### config.mk
export PLATFORM = sky130hd
export DESIGN_NAME = rv_control_fsm
export DESIGN_NICKNAME = d
export VERILOG_FILES = /design/src/rtl/rv_core_pkg.sv /design/src/rtl/rv_control_fsm.sv
export VERILOG_INCLUDE_DIRS = /design/src /design/src/rtl
export SDC_FILE = /design/constraint.sdc
export NUM_CORES = 1
export LEC_CHECK = 0
export BUFFER_PORTS_ARGS = -buffer_cell sky130_fd_sc_hd__clkbuf_2
export CORE_AREA = 4 4 48 50
export DETAILED_ROUTE_END_ITERATION = 10
export DIE_AREA = 0 0 52 54
export HOLD_SLACK_MARGIN = 0.02
export PLACE_DENSITY = 0.73
export SLEW_MARGIN = 20
export SYNTH_ARGS = -nofsm -noshare
export SYNTH_HDL_FRONTEND = slang
export SYNTH_SLANG_ARGS = --single-unit
### constraint.sdc
create_clock -name i_clk -period 1.88 [get_ports i_clk]
set_input_delay 0.282 -clock i_clk [delete_from_list [all_inputs] [get_ports i_clk]]
set_output_delay 0.282 -clock i_clk [all_outputs]
set_load 0.01 [all_outputs]
### src/rtl/rv_core_cfg.svh
`ifndef RV_CORE_CFG_SVH
`define RV_CORE_CFG_SVH

// Data, address and instruction widths.
`define RV_XLEN         64
`define RV_ILEN         32
`define RV_REG_ADDR_W   5

// First fetch address.
`define RV_RESET_PC     64'h0000_0000_0000_0000

// --------------------
// Opcodes of the supported classes.
// --------------------
`define RV_OP_R         7'b0110011
`define RV_OP_I         7'b0010011
`define RV_OP_LOAD      7'b0000011
`define RV_OP_STORE     7'b0100011
`define RV_OP_BRANCH    7'b1100011
`define RV_OP_JAL       7'b1101111
`define RV_OP_LUI       7'b0110111

`endif

### src/rtl/rv_core_pkg.sv
`default_nettype none

`include "rv_core_cfg.svh"

package rv_core_pkg;

    typedef logic [`RV_XLEN-1:0]       xlen_t;
    typedef logic [`RV_ILEN-1:0]       instr_t;
    typedef logic [`RV_REG_ADDR_W-1:0] reg_addr_t;

    typedef enum logic [2:0] {
        ALU_ADD, ALU_SUB, ALU_AND, ALU_OR, ALU_XOR, ALU_SLT, ALU_SLTU, ALU_PASS_B
    } alu_op_e;

    typedef enum logic [2:0] {IMM_I, IMM_S, IMM_B, IMM_J, IMM_U} imm_fmt_e;

    typedef enum logic [2:0] {
        ST_FETCH, ST_FETCH_WAIT, ST_DECODE, ST_EXECUTE,
        ST_MEM, ST_MEM_WAIT, ST_WRITEBACK, ST_TRAP
    } core_state_e;

    // --------------------
    // Mux select codes.
    // --------------------
    localparam logic [1:0] SRC_A_PC     = 2'd0;
    localparam logic [1:0] SRC_A_OLD_PC = 2'd1;
    localparam logic [1:0] SRC_A_REG    = 2'd2;

    localparam logic [1:0] SRC_B_REG    = 2'd0;
    localparam logic [1:0] SRC_B_IMM    = 2'd1;
    localparam logic [1:0] SRC_B_FOUR   = 2'd2;

    localparam logic [1:0] RES_ALU      = 2'd0;
    localparam logic [1:0] RES_ALU_REG  = 2'd1;
    localparam logic [1:0] RES_MDR      = 2'd2;

    typedef struct packed {
        logic  start;
        logic  write;
        xlen_t addr;
        xlen_t wdata;
    } mem_req_t;

    typedef struct packed {
        logic       pc_en;
        logic       old_pc_en;
        logic       ir_en;
        logic       reg_we;
        logic       maddr_en;
        logic       mem_start;
        logic       mem_write;
        logic       addr_mar;
        alu_op_e    alu_op;
        imm_fmt_e   imm_fmt;
        logic [1:0] src_a_sel;
        logic [1:0] src_b_sel;
        logic [1:0] result_sel;
    } ctrl_t;

endpackage

`default_nettype wire

### src/rtl/rv_control_fsm.sv
`timescale 1ns/1ps
`default_nettype none

`include "rv_core_cfg.svh"

module rv_control_fsm
    import rv_core_pkg::*;
(
    input  logic   i_clk,
    input  logic   i_rst_n,
    input  logic   i_mem_done,
    input  instr_t i_instr,
    input  logic   i_zero,
    input  logic   i_less,
    output ctrl_t  o_ctrl,
    output logic   o_illegal
);

    core_state_e state_q;
    core_state_e state_d;
    logic        start_q;
    logic        illegal_q;
    logic [6:0]  opcode;
    logic [2:0]  funct3;
    logic        known_op;
    logic        br_taken;
    alu_op_e     r_op;

    assign opcode    = i_instr[6:0];
    assign funct3    = i_instr[14:12];
    assign o_illegal = illegal_q;

    // Relational branches use the less flag, equality ones the zero flag.
    assign br_taken = (funct3[2] ? i_less : i_zero) ^ funct3[0];

    always_comb begin
        case (opcode)
            `RV_OP_R, `RV_OP_I, `RV_OP_LOAD, `RV_OP_STORE,
            `RV_OP_BRANCH, `RV_OP_JAL, `RV_OP_LUI: known_op = 1'b1;
            default:                               known_op = 1'b0;
        endcase
    end

    always_comb begin
        case (funct3)
            3'b000:  r_op = i_instr[30] ? ALU_SUB : ALU_ADD;
            3'b010:  r_op = ALU_SLT;
            3'b011:  r_op = ALU_SLTU;
            3'b100:  r_op = ALU_XOR;
            3'b110:  r_op = ALU_OR;
            3'b111:  r_op = ALU_AND;
            default: r_op = ALU_ADD;
        endcase
    end

    // --------------------
    // State register.
    // --------------------
    always_ff @(posedge i_clk or negedge i_rst_n) begin
        if (!i_rst_n) begin
            state_q   <= ST_FETCH;
            start_q   <= 1'b0;
            illegal_q <= 1'b0;
        end else begin
            state_q <= state_d;
            // One start pulse per fetch or mem state.
            start_q <= (state_q == ST_FETCH) || (state_q == ST_MEM);
            if (state_d == ST_TRAP) begin
                illegal_q <= 1'b1;
            end
        end
    end

    // --------------------
    // Next state and datapath controls.
    // --------------------
    always_comb begin
        state_d          = state_q;
        o_ctrl           = '0;
        o_ctrl.mem_start = start_q;
        o_ctrl.alu_op    = ALU_ADD;
        o_ctrl.imm_fmt   = IMM_I;
        case (state_q)
            ST_FETCH: state_d = ST_FETCH_WAIT;
            ST_FETCH_WAIT: begin
                // PC + 4 goes into the PC when the fetch completes.
                o_ctrl.ir_en      = 1'b1;
                o_ctrl.src_a_sel  = SRC_A_PC;
                o_ctrl.src_b_sel  = SRC_B_FOUR;
                o_ctrl.result_sel = RES_ALU;
                o_ctrl.pc_en      = i_mem_done;
                o_ctrl.old_pc_en  = i_mem_done;
                if (i_mem_done) begin
                    state_d = ST_DECODE;
                end
            end
            ST_DECODE: begin
                // Branch or jump target, kept in the ALU result register.
                o_ctrl.src_a_sel = SRC_A_OLD_PC;
                o_ctrl.src_b_sel = SRC_B_IMM;
                o_ctrl.imm_fmt   = (opcode == `RV_OP_JAL) ? IMM_J : IMM_B;
                state_d          = known_op ? ST_EXECUTE : ST_TRAP;
            end
            ST_EXECUTE: begin
                o_ctrl.src_a_sel = SRC_A_REG;
                state_d          = ST_WRITEBACK;
                case (opcode)
                    `RV_OP_R:  o_ctrl.alu_op = r_op;
                    `RV_OP_I:  o_ctrl.src_b_sel = SRC_B_IMM;
                    `RV_OP_LOAD, `RV_OP_STORE: begin
                        o_ctrl.src_b_sel  = SRC_B_IMM;
                        o_ctrl.imm_fmt    = (opcode == `RV_OP_STORE) ? IMM_S : IMM_I;
                        o_ctrl.result_sel = RES_ALU;
                        o_ctrl.maddr_en   = 1'b1;
                        state_d           = ST_MEM;
                    end
                    `RV_OP_BRANCH: begin
                        if (funct3[2]) begin
                            o_ctrl.alu_op = funct3[1] ? ALU_SLTU : ALU_SLT;
                        end else begin
                            o_ctrl.alu_op = ALU_SUB;
                        end
                        o_ctrl.result_sel = RES_ALU_REG;
                        o_ctrl.pc_en      = br_taken;
                        state_d           = ST_FETCH;
                    end
                    `RV_OP_JAL: begin
                        // Target from decode into PC, link value computed now.
                        o_ctrl.src_a_sel  = SRC_A_OLD_PC;
                        o_ctrl.src_b_sel  = SRC_B_FOUR;
                        o_ctrl.result_sel = RES_ALU_REG;
                        o_ctrl.pc_en      = 1'b1;
                    end
                    `RV_OP_LUI: begin
                        o_ctrl.src_b_sel = SRC_B_IMM;
                        o_ctrl.imm_fmt   = IMM_U;
                        o_ctrl.alu_op    = ALU_PASS_B;
                    end
                    default: state_d = ST_TRAP;
                endcase
            end
            ST_MEM: begin
                o_ctrl.addr_mar  = 1'b1;
                o_ctrl.mem_write = (opcode == `RV_OP_STORE);
                state_d          = ST_MEM_WAIT;
            end
            ST_MEM_WAIT: begin
                o_ctrl.addr_mar  = 1'b1;
                o_ctrl.mem_write = (opcode == `RV_OP_STORE);
                if (i_mem_done) begin
                    state_d = (opcode == `RV_OP_STORE) ? ST_FETCH : ST_WRITEBACK;
                end
            end
            ST_WRITEBACK: begin
                o_ctrl.reg_we     = 1'b1;
                o_ctrl.result_sel = (opcode == `RV_OP_LOAD) ? RES_MDR : RES_ALU_REG;
                state_d           = ST_FETCH;
            end
            default: state_d = ST_TRAP;
        endcase
    end

endmodule

`default_nettype wire

==> reports/qor.yml, run 1 <==
post-dp-hpwl_um: 1640
crit_chain: "clkbuf_2, and4bb_2, nor3b_4, o21ai_1, a21bo_2, a21oi_1, buf_2"
die_h_um: 54
start_util: 0.349
cts_tree: "yes"
maxCapViolCount: 0
cpPeakStageDelay_ns: 0.31
critPathMaxFanout: 4
pre_cts_ws_ns: 0.0278
synth_top_family_by_area: "simple AND/OR/NAND/NOR gates"
wl_um: 2020
post_cts_buffers: 0
synth_most_common_cell: "nor2_1"
n_antenna_cell: 0
ys_warn_count: 0
ir_worst_vdd_mv: 0.440
path_class: "in2out"
fmax_mhz: 555
synthCells: 93
syn_nets: 130
synth_top_area_cell: "dfrtp_1"
regArea_um2: 126
grtUsageMet1: 0.201
synth_compound_area_frac: 0.251
clk-insertion-delay-late_ns: 0.24
first_iter_violations: 13
async_reset_ff_frac: 1.00
grt_max_degree: 13
antenna_found_initial: 0
fillCellCount: 196
yosysUniqueCellTypes: 38
cts.reportedPaths.clkPinSlew_ns: 0.04
min-delay-path-class: "in2async"
p_leak_nw: 0.440
ioPinCount: 58
syn2layout_area_growth_pct: 43.2
tightest_slew_ns: 0.379
crit_required_ns: 1.60
numPortBuffers: 36
antenna_left: 0
min_period_over_period: 0.958
end_kind: "output port"
placed_cell_area_um2: 896
startpoint_type: "input port"
ys.flop_type: "dfrtp_1"
use_met2: 0.268
grt_pass1_vias: 768
cts.htree.levels: 1
cts_root_buf: "clkbuf_4"
seq_area_frac_synth: 0.189
die_w_um: 52
overflow: 0
dr.pass1.iters: 7
coreArea_um2: 1900
crit_arrival_ns: 1.52
synth_area_um2: 663
synth-edff-count: 0
clock-sinks: 5
clock_skew_ns: 0.00470
grt_most_used_layer: "met2"
outcome: "finished, final reports clean"
synthTopCellsByArea: "dfrtp_1, a21oi_1, o21ai_0"
slew_viol_final: 0
drc: 0
synthAdderAreaFrac: 0
groute.usage.overall: 0.153
synth_xor_area_frac: 0.0132
synth_commonest_cells: "nor2_1, a21oi_1, nand2_1, o21ai_0, nor2b_1"
p_per_area_nw_per_um2: 756
slowest_stage: "and4bb_2"
cts_buffers: 3
drt-wirelength-per-cell_um: 12.5
rows: 16
avgSynthCellArea_um2: 7.13
die_area_um2: 2810
via_per_inst: 5.10
nets: 173
post-route-cell-area_um2: 950
synth_top_area_share: 0.189
ys_ff_latch: 5
grt_pass1_wl_um: 3340
multi_input_area_um2: 502
met3_usage: 0.0277
synthMuxAreaShare: 0.0151
synth-simple-area-share: 0.453
route.vias.total: 826
slew_headroom: 0.747
place.gp.congestion: 0.787
finalHoldViolations: 0
setup_viol: 0
drive_above_1_share: 0.444
worst_slack_ns: 0.0786
clockBufferDepth: 2
period_minus_slack_ns: 1.80
report_power, final:
| part | internal, mW | switching, mW | total (mW) |
|---|---|---|---|
| sequential | 0.142 | 0.0494 | 0.191 |
| clock | 0.0801 | 0.0414 | 0.121 |
| combinational | 0.167 | 0.239 | 0.406 |
| total | 0.389 | 0.329 | 0.718 |
cell usage in the layout, fill, tap and decap left out, drive strengths merged, types with 5 or more instances in the layout:
cell type	synthesis	routed
nand2	10	10
nand2b	5	5
clkbuf	3	39
nor2b	6	6
buf	4	9
o21ai	9	9
a21oi	8	8
nor2	9	9
dfrtp	5	5
through the flow:
| step | utilization | instances | TNS (ns) | total power, mW | hold WS, ns |
|---|---|---|---|---|---|
| final | 0.499 | 162 | 0 | 0.718 | 0.387 |
| after global routing | 0.499 | 162 | -0.000130 | 0.773 | 0.414 |
| after CTS | 0.490 | 162 | 0 | 0.713 | 0.394 |
| after detailed placement | 0.471 | 157 | 0 | 0.587 | 0.101 |
| after global placement | 0.471 | 157 | 0 | 0.575 | 0.0968 |
| after floorplan | - | 93 | 0 | 0.444 | -0.0136 |
final timing paths:
check / cells past startpoint / start / endpoint / slack, ns
setup / recovery: 7 / i_instr[3] / o_ctrl[10] / 0.08
hold / removal: 2 / i_rst_n / state_q[0] / 0.39
setup reg to reg: 5 / state_q[0] / o_illegal / 0.32
hold reg to reg: 1 / o_illegal / o_illegal / 0.50
max in group asynchronous: 2 / i_rst_n / state_q[1] / 1.35
min in group i_clk: 3 / i_mem_done / state_q[1] / 0.43
flip-flops by register name, indices dropped and copies added, names as in the netlist:
register	cells
o_illegal	1
start_q	1
state_q	3
cell type report:
cell class,instances,share of cell area
multi-input combinational,78,0.528
timing repair buffer,45,0.264
tap,27,0.0356
inverter,3,0.0119
sequential,5,0.133
clock buffer,4,0.0277
cells by family after synthesis:
kind of cell,Yosys count
flip-flops,5
multiplexers,1
XOR/XNOR,1
AO/OA/AOI/OAI,26
AND/OR/NAND/NOR,50
buffers and inverters,10
per-layer routing:
| metal | vias to the layer above | share of wire |
|---|---|---|
| met4 | 0 | 0 |
| met5 | - | 0 |
| met1 | 379 | 0.48 |
| met3 | 0 | 0.042 |
| li1 | 420 | - |
| met2 | 27 | 0.48 |
repair_timing:
action | 4_1_cts | 5_1_grt
hold buffers | 1 | 0
setup endpoints to repair | 0 | 5
hold endpoints to repair | 5 | 0
resized for setup | 0 | 7
critical path: cells and delay by family:
family                 cells  cell delay, ns
AND/OR/NAND/NOR            2            0.56
AO/OA/AOI/OAI              3            0.42
buffers and inverters      2            0.25
No activity file was read; power rests on OpenSTA's default activity.
==> inputs of run 2 (changes only) <==
Settings changed: CELL_PAD_IN_SITES_DETAIL_PLACEMENT set to 1, CELL_PAD_IN_SITES_GLOBAL_PLACEMENT set to 2, CORE_AREA 4 4 48 50 to 4 4 68 70, DIE_AREA 0 0 52 54 to 0 0 72 74.
==> reports/qor.yml, run 2 (same netlist as run 1, synthesis figures left out) <==
clock-sinks: 5
grt_max_degree: 13
slowest_stage: "and4bb_2"
period_minus_slack_ns: 1.81
cts.reportedPaths.clkPinSlew_ns: 0.04
die_area_um2: 5330
p_per_area_nw_per_um2: 794
fin_util: 0.269
crit_required_ns: 1.60
tightest_slew_ns: 0.348
final_cell_mix: "clkbuf_2, buf_4, nor2_1"
antenna_left: 0
path_class: "in2out"
min_period_over_period: 0.963
clockBufferDepth: 2
finalHoldViolations: 0
route.vias.total: 855
critPathMaxFanout: 4
maxCapViolCount: 0
final_common_cell: "clkbuf_2"
ir_worst_vdd_mv: 0.197
syn2layout_area_growth_pct: 60.9
grt_pass1_vias: 977
slew_viol_final: 0
crit_arrival_ns: 1.53
whs_ns: 0.419
regMostFlops: "state_q"
n_antenna_cell: 0
critPathBufInv: 3
ioPinCount: 58
dr.pass1.iters: 4
post-route-cell-area_um2: 1070
cts.htree.levels: 1
min-delay-path-class: "in2async"
rows: 23
placed_cell_area_um2: 947
die_h_um: 74
start_util: 0.167
cts_root_buf: "clkbuf_8"
fmax_mhz: 552
grt_pass1_wl_um: 4420
first_iter_violations: 29
grt_setup_unrepaired: "true"
coreArea_um2: 3970
drt-wirelength-per-cell_um: 13.9
groute.usage.overall: 0.103
numPortBuffers: 36
clk-insertion-delay-late_ns: 0.22
end_kind: "output port"
setup_viol: 0
antenna_found_initial: 0
wl_um: 2630
nets: 177
startpoint_type: "input port"
drive_above_1_share: 0.482
slew_headroom: 0.768
crit_chain: "buf_8, and4bb_2, nor3b_4, buf_4, nand2b_1, o2bb2ai_1, a21oi_1, buf_2"
die_w_um: 72
cpPeakStageDelay_ns: 0.31
largest_reg_flops: 3
drc: 0
cts_buffers: 3
p_leak_nw: 0.480
outcome: "finished, final reports clean"
cp_top_family: "simple AND/OR/NAND/NOR gates"
via_per_inst: 4.52
place.gp.congestion: 0.804
clock_skew_ns: 0.000210
cts_tree: "yes"
overflow: 0
post-dp-hpwl_um: 2090
-- run 2: cell count changes in the layout (fill, tap and decap cells not counted), moves of 3 or more --
cell and change:
buf_2 +3, buf_4 +4, clkbuf_2 -5, clkbuf_4 -3, clkbuf_8 +3
-- run 2: metal layers --
metal	up-vias	GRT usage	routed length, um
met5	-	0	0
met4	0	0.0355	15
met3	2	0.0176	181
met2	32	0.186	1330
met1	400	0.124	1110
li1	421	-	-
-- run 2: worst paths after layout --
check	start	endpoint	cells after the start	slack, ns
worst max-delay path	i_instr[2]	o_ctrl[9]	8	0.07
worst min-delay path	i_rst_n	start_q	2	0.42
worst max register to register	state_q[0]	o_illegal	5	0.31
worst min register to register	o_illegal	o_illegal	1	0.50
max in group asynchronous	i_rst_n	state_q[1]	2	1.30
min in group i_clk	i_mem_done	state_q[1]	3	0.49
-- run 2: final cells by class --
cell class / instances / area [um2]
clock buffers: 4 / 45.0
fillers: 513 / 2900
inverters: 3 / 11.3
multi-input cells: 78 / 526
flip-flops and latches: 5 / 126
well taps: 50 / 62.6
repair buffers: 49 / 297
-- run 2: power breakdown --
part	switching, mW	leakage, nW	internal, mW
registers	0.0556	0.0530	0.142
clock network	0.0582	0.0228	0.146
logic	0.258	0.404	0.188
total	0.372	0.480	0.475
-- run 2: stage by stage --
stage	setup slack (ns)	TNS, ns	power [mW]	std cells
detailed placement	-0.0414	-0.0824	0.626	183
CTS	0.00356	0	0.843	188
floorplan	0.128	0	0.444	93
finish	0.0693	0	0.847	189
global placement	-0.00834	-0.00834	0.614	183
global route	-0.0326	-0.0584	0.933	189
-- run 2: what timing repair did --
| item | in CTS | in global routing |
|---|---|---|
| hold buffers | 1 | 0 |
| endpoints found under the hold margin | 5 | 0 |
| resized for setup | 2 | 19 |
| setup endpoints to repair | 4 | 6 |
| setup buffers | 0 | 1 |
| pin swaps | 1 | 5 |
==> inputs of run 3 (changes only) <==
Settings changed: BUFFER_PORTS_ARGS -buffer_cell sky130_fd_sc_hd__clkbuf_2 to unset, CORE_AREA 4 4 68 70 to 4 4 54 56, DIE_AREA 0 0 72 74 to 0 0 58 60, DONT_BUFFER_PORTS set to 1, PLACE_DENSITY 0.73 to 0.71.
==> reports/qor.yml, run 3 (same netlist as run 1, synthesis figures left out) <==
wl_met3_um: 187
numPortBuffers: 0
min_period_over_period: 0.936
maxCapViolCount: 0
post-route-cell-area_um2: 768
path_class: "in2out"
period_minus_slack_ns: 1.76
timing.setup.tns_ns: 0
overflow: 0
groute.usage.overall: 0.128
placed_cell_area_um2: 719
via_per_inst: 5.50
place.gp.congestion: 0.712
slowest_stage: "and4bb_2"
cts.reportedPaths.clkPinSlew_ns: 0.04
clock_skew_ns: 0.00524
post-dp-hpwl_um: 1720
start_util: 0.273
antenna_found_initial: 0
wl_met2_um: 1030
drive_above_1_share: 0.253
startpoint_type: "input port"
wl_met1_um: 854
first_iter_violations: 24
cts_buffers: 3
cts_tree: "yes"
rows: 18
crit_chain: "and4bb_2, nor3b_2, a21oi_1, a211oi_1, buf_4"
crit_arrival_ns: 1.48
grt_pass1_wl_um: 3460
clock-sinks: 5
final_cell_mix: "nor2_1, nand2_1, o21ai_0, buf_4, a21oi_1"
p_per_area_nw_per_um2: 872
post_cts_buffers: 0
route.vias.total: 710
setup_viol: 0
grt_setup_unrepaired: "false"
cts_root_buf: "clkbuf_4"
fmax_mhz: 568
fin_util: 0.316
largest_reg_flops: 3
min-delay-path-class: "in2async"
n_antenna_cell: 0
outcome: "finished, final reports clean"
drc: 0
grt_max_degree: 13
grt_pass1_vias: 737
coreArea_um2: 2430
drt-wirelength-per-cell_um: 16.2
p_total_mw: 0.670
critPathMaxFanout: 10
tightest_slew_ns: 0.368
crit_required_ns: 1.60
cts.htree.levels: 1
highest_layer: "met4"
syn2layout_area_growth_pct: 15.8
die_w_um: 58
finalHoldViolations: 0
ioPinCount: 58
dr.pass1.iters: 3
die_h_um: 60
antenna_left: 0
final_common_cell: "nor2_1"
wl_um: 2090
die_area_um2: 3480
slew_headroom: 0.754
regMostFlops: "state_q"
clockBufferDepth: 2
clk-insertion-delay-late_ns: 0.24
ir_worst_vdd_mv: 0.668
cpPeakStageDelay_ns: 0.31
slew_viol_final: 0
nets: 137
end_kind: "output port"
p_leak_nw: 0.278
==> run 3: cell types whose count changed in the layout (fill, tap and decap cells not counted), sizes merged <==
cell,previous run,this run
buf,18,8
clkbuf,34,4
==> run 3: stage by stage <==
stage | cells | setup WS, ns | hold slack [ns]
6_report | 129 | 0.120 | 0.331
5_1_grt | 129 | 0.00890 | 0.338
4_1_cts | 129 | 0.0576 | 0.323
3_5_place_dp | 124 | 0.102 | -0.0135
3_3_place_gp | 124 | 0.128 | -0.0134
2_1_floorplan | 93 | 0.128 | -0.0136
==> run 3: timing repair <==
action	CTS	global route
endpoints found under the setup margin	0	4
hold endpoints to repair	5	0
resized for setup	0	4
hold buffers	1	0
==> run 3: power by group <==
group	switching (mW)	internal (mW)	leakage (nW)
clock network	0.0405	0.0800	0.0150
logic	0.215	0.141	0.210
registers	0.0519	0.142	0.0530
==> run 3: path summary, 6_finish.rpt <==
check	to	startpoint	slack, ns	cells past startpoint
setup / recovery	o_ctrl[19]	i_instr[2]	0.12	5
max in group asynchronous	state_q[1]	i_rst_n	1.34	1
hold reg to reg	o_illegal	o_illegal	0.55	1
hold / removal	state_q[0]	i_rst_n	0.33	1
setup reg to reg	o_illegal	state_q[0]	0.32	5
min in group i_clk	state_q[1]	i_mem_done	0.34	2
==> run 3: worst max-delay path, delay by kind of cell <==
family,cells,cell delay [ns]
AOI/OAI and AO/OA,2,0.41
and+or+nand+nor,2,0.62
buffers and inverters,1,0.16
==> run 3: routing by layer <==
| layer | vias up | GRT usage |
|---|---|---|
| met5 | - | 0 |
| li1 | 350 | - |
| met2 | 24 | 0.210 |
| met4 | 0 | 0.0397 |
| met3 | 2 | 0.0497 |
| met1 | 334 | 0.153 |
==> run 3: area by class of cell <==
type | count | area (um2)
Clock buffer | 4 | 26.3
Fill cell | 312 | 1660
Sequential cell | 5 | 126
Multi-Input combinational cell | 78 | 497
Tap cell | 30 | 37.5
Timing Repair Buffer | 9 | 70.1
Inverter | 3 | 11.3
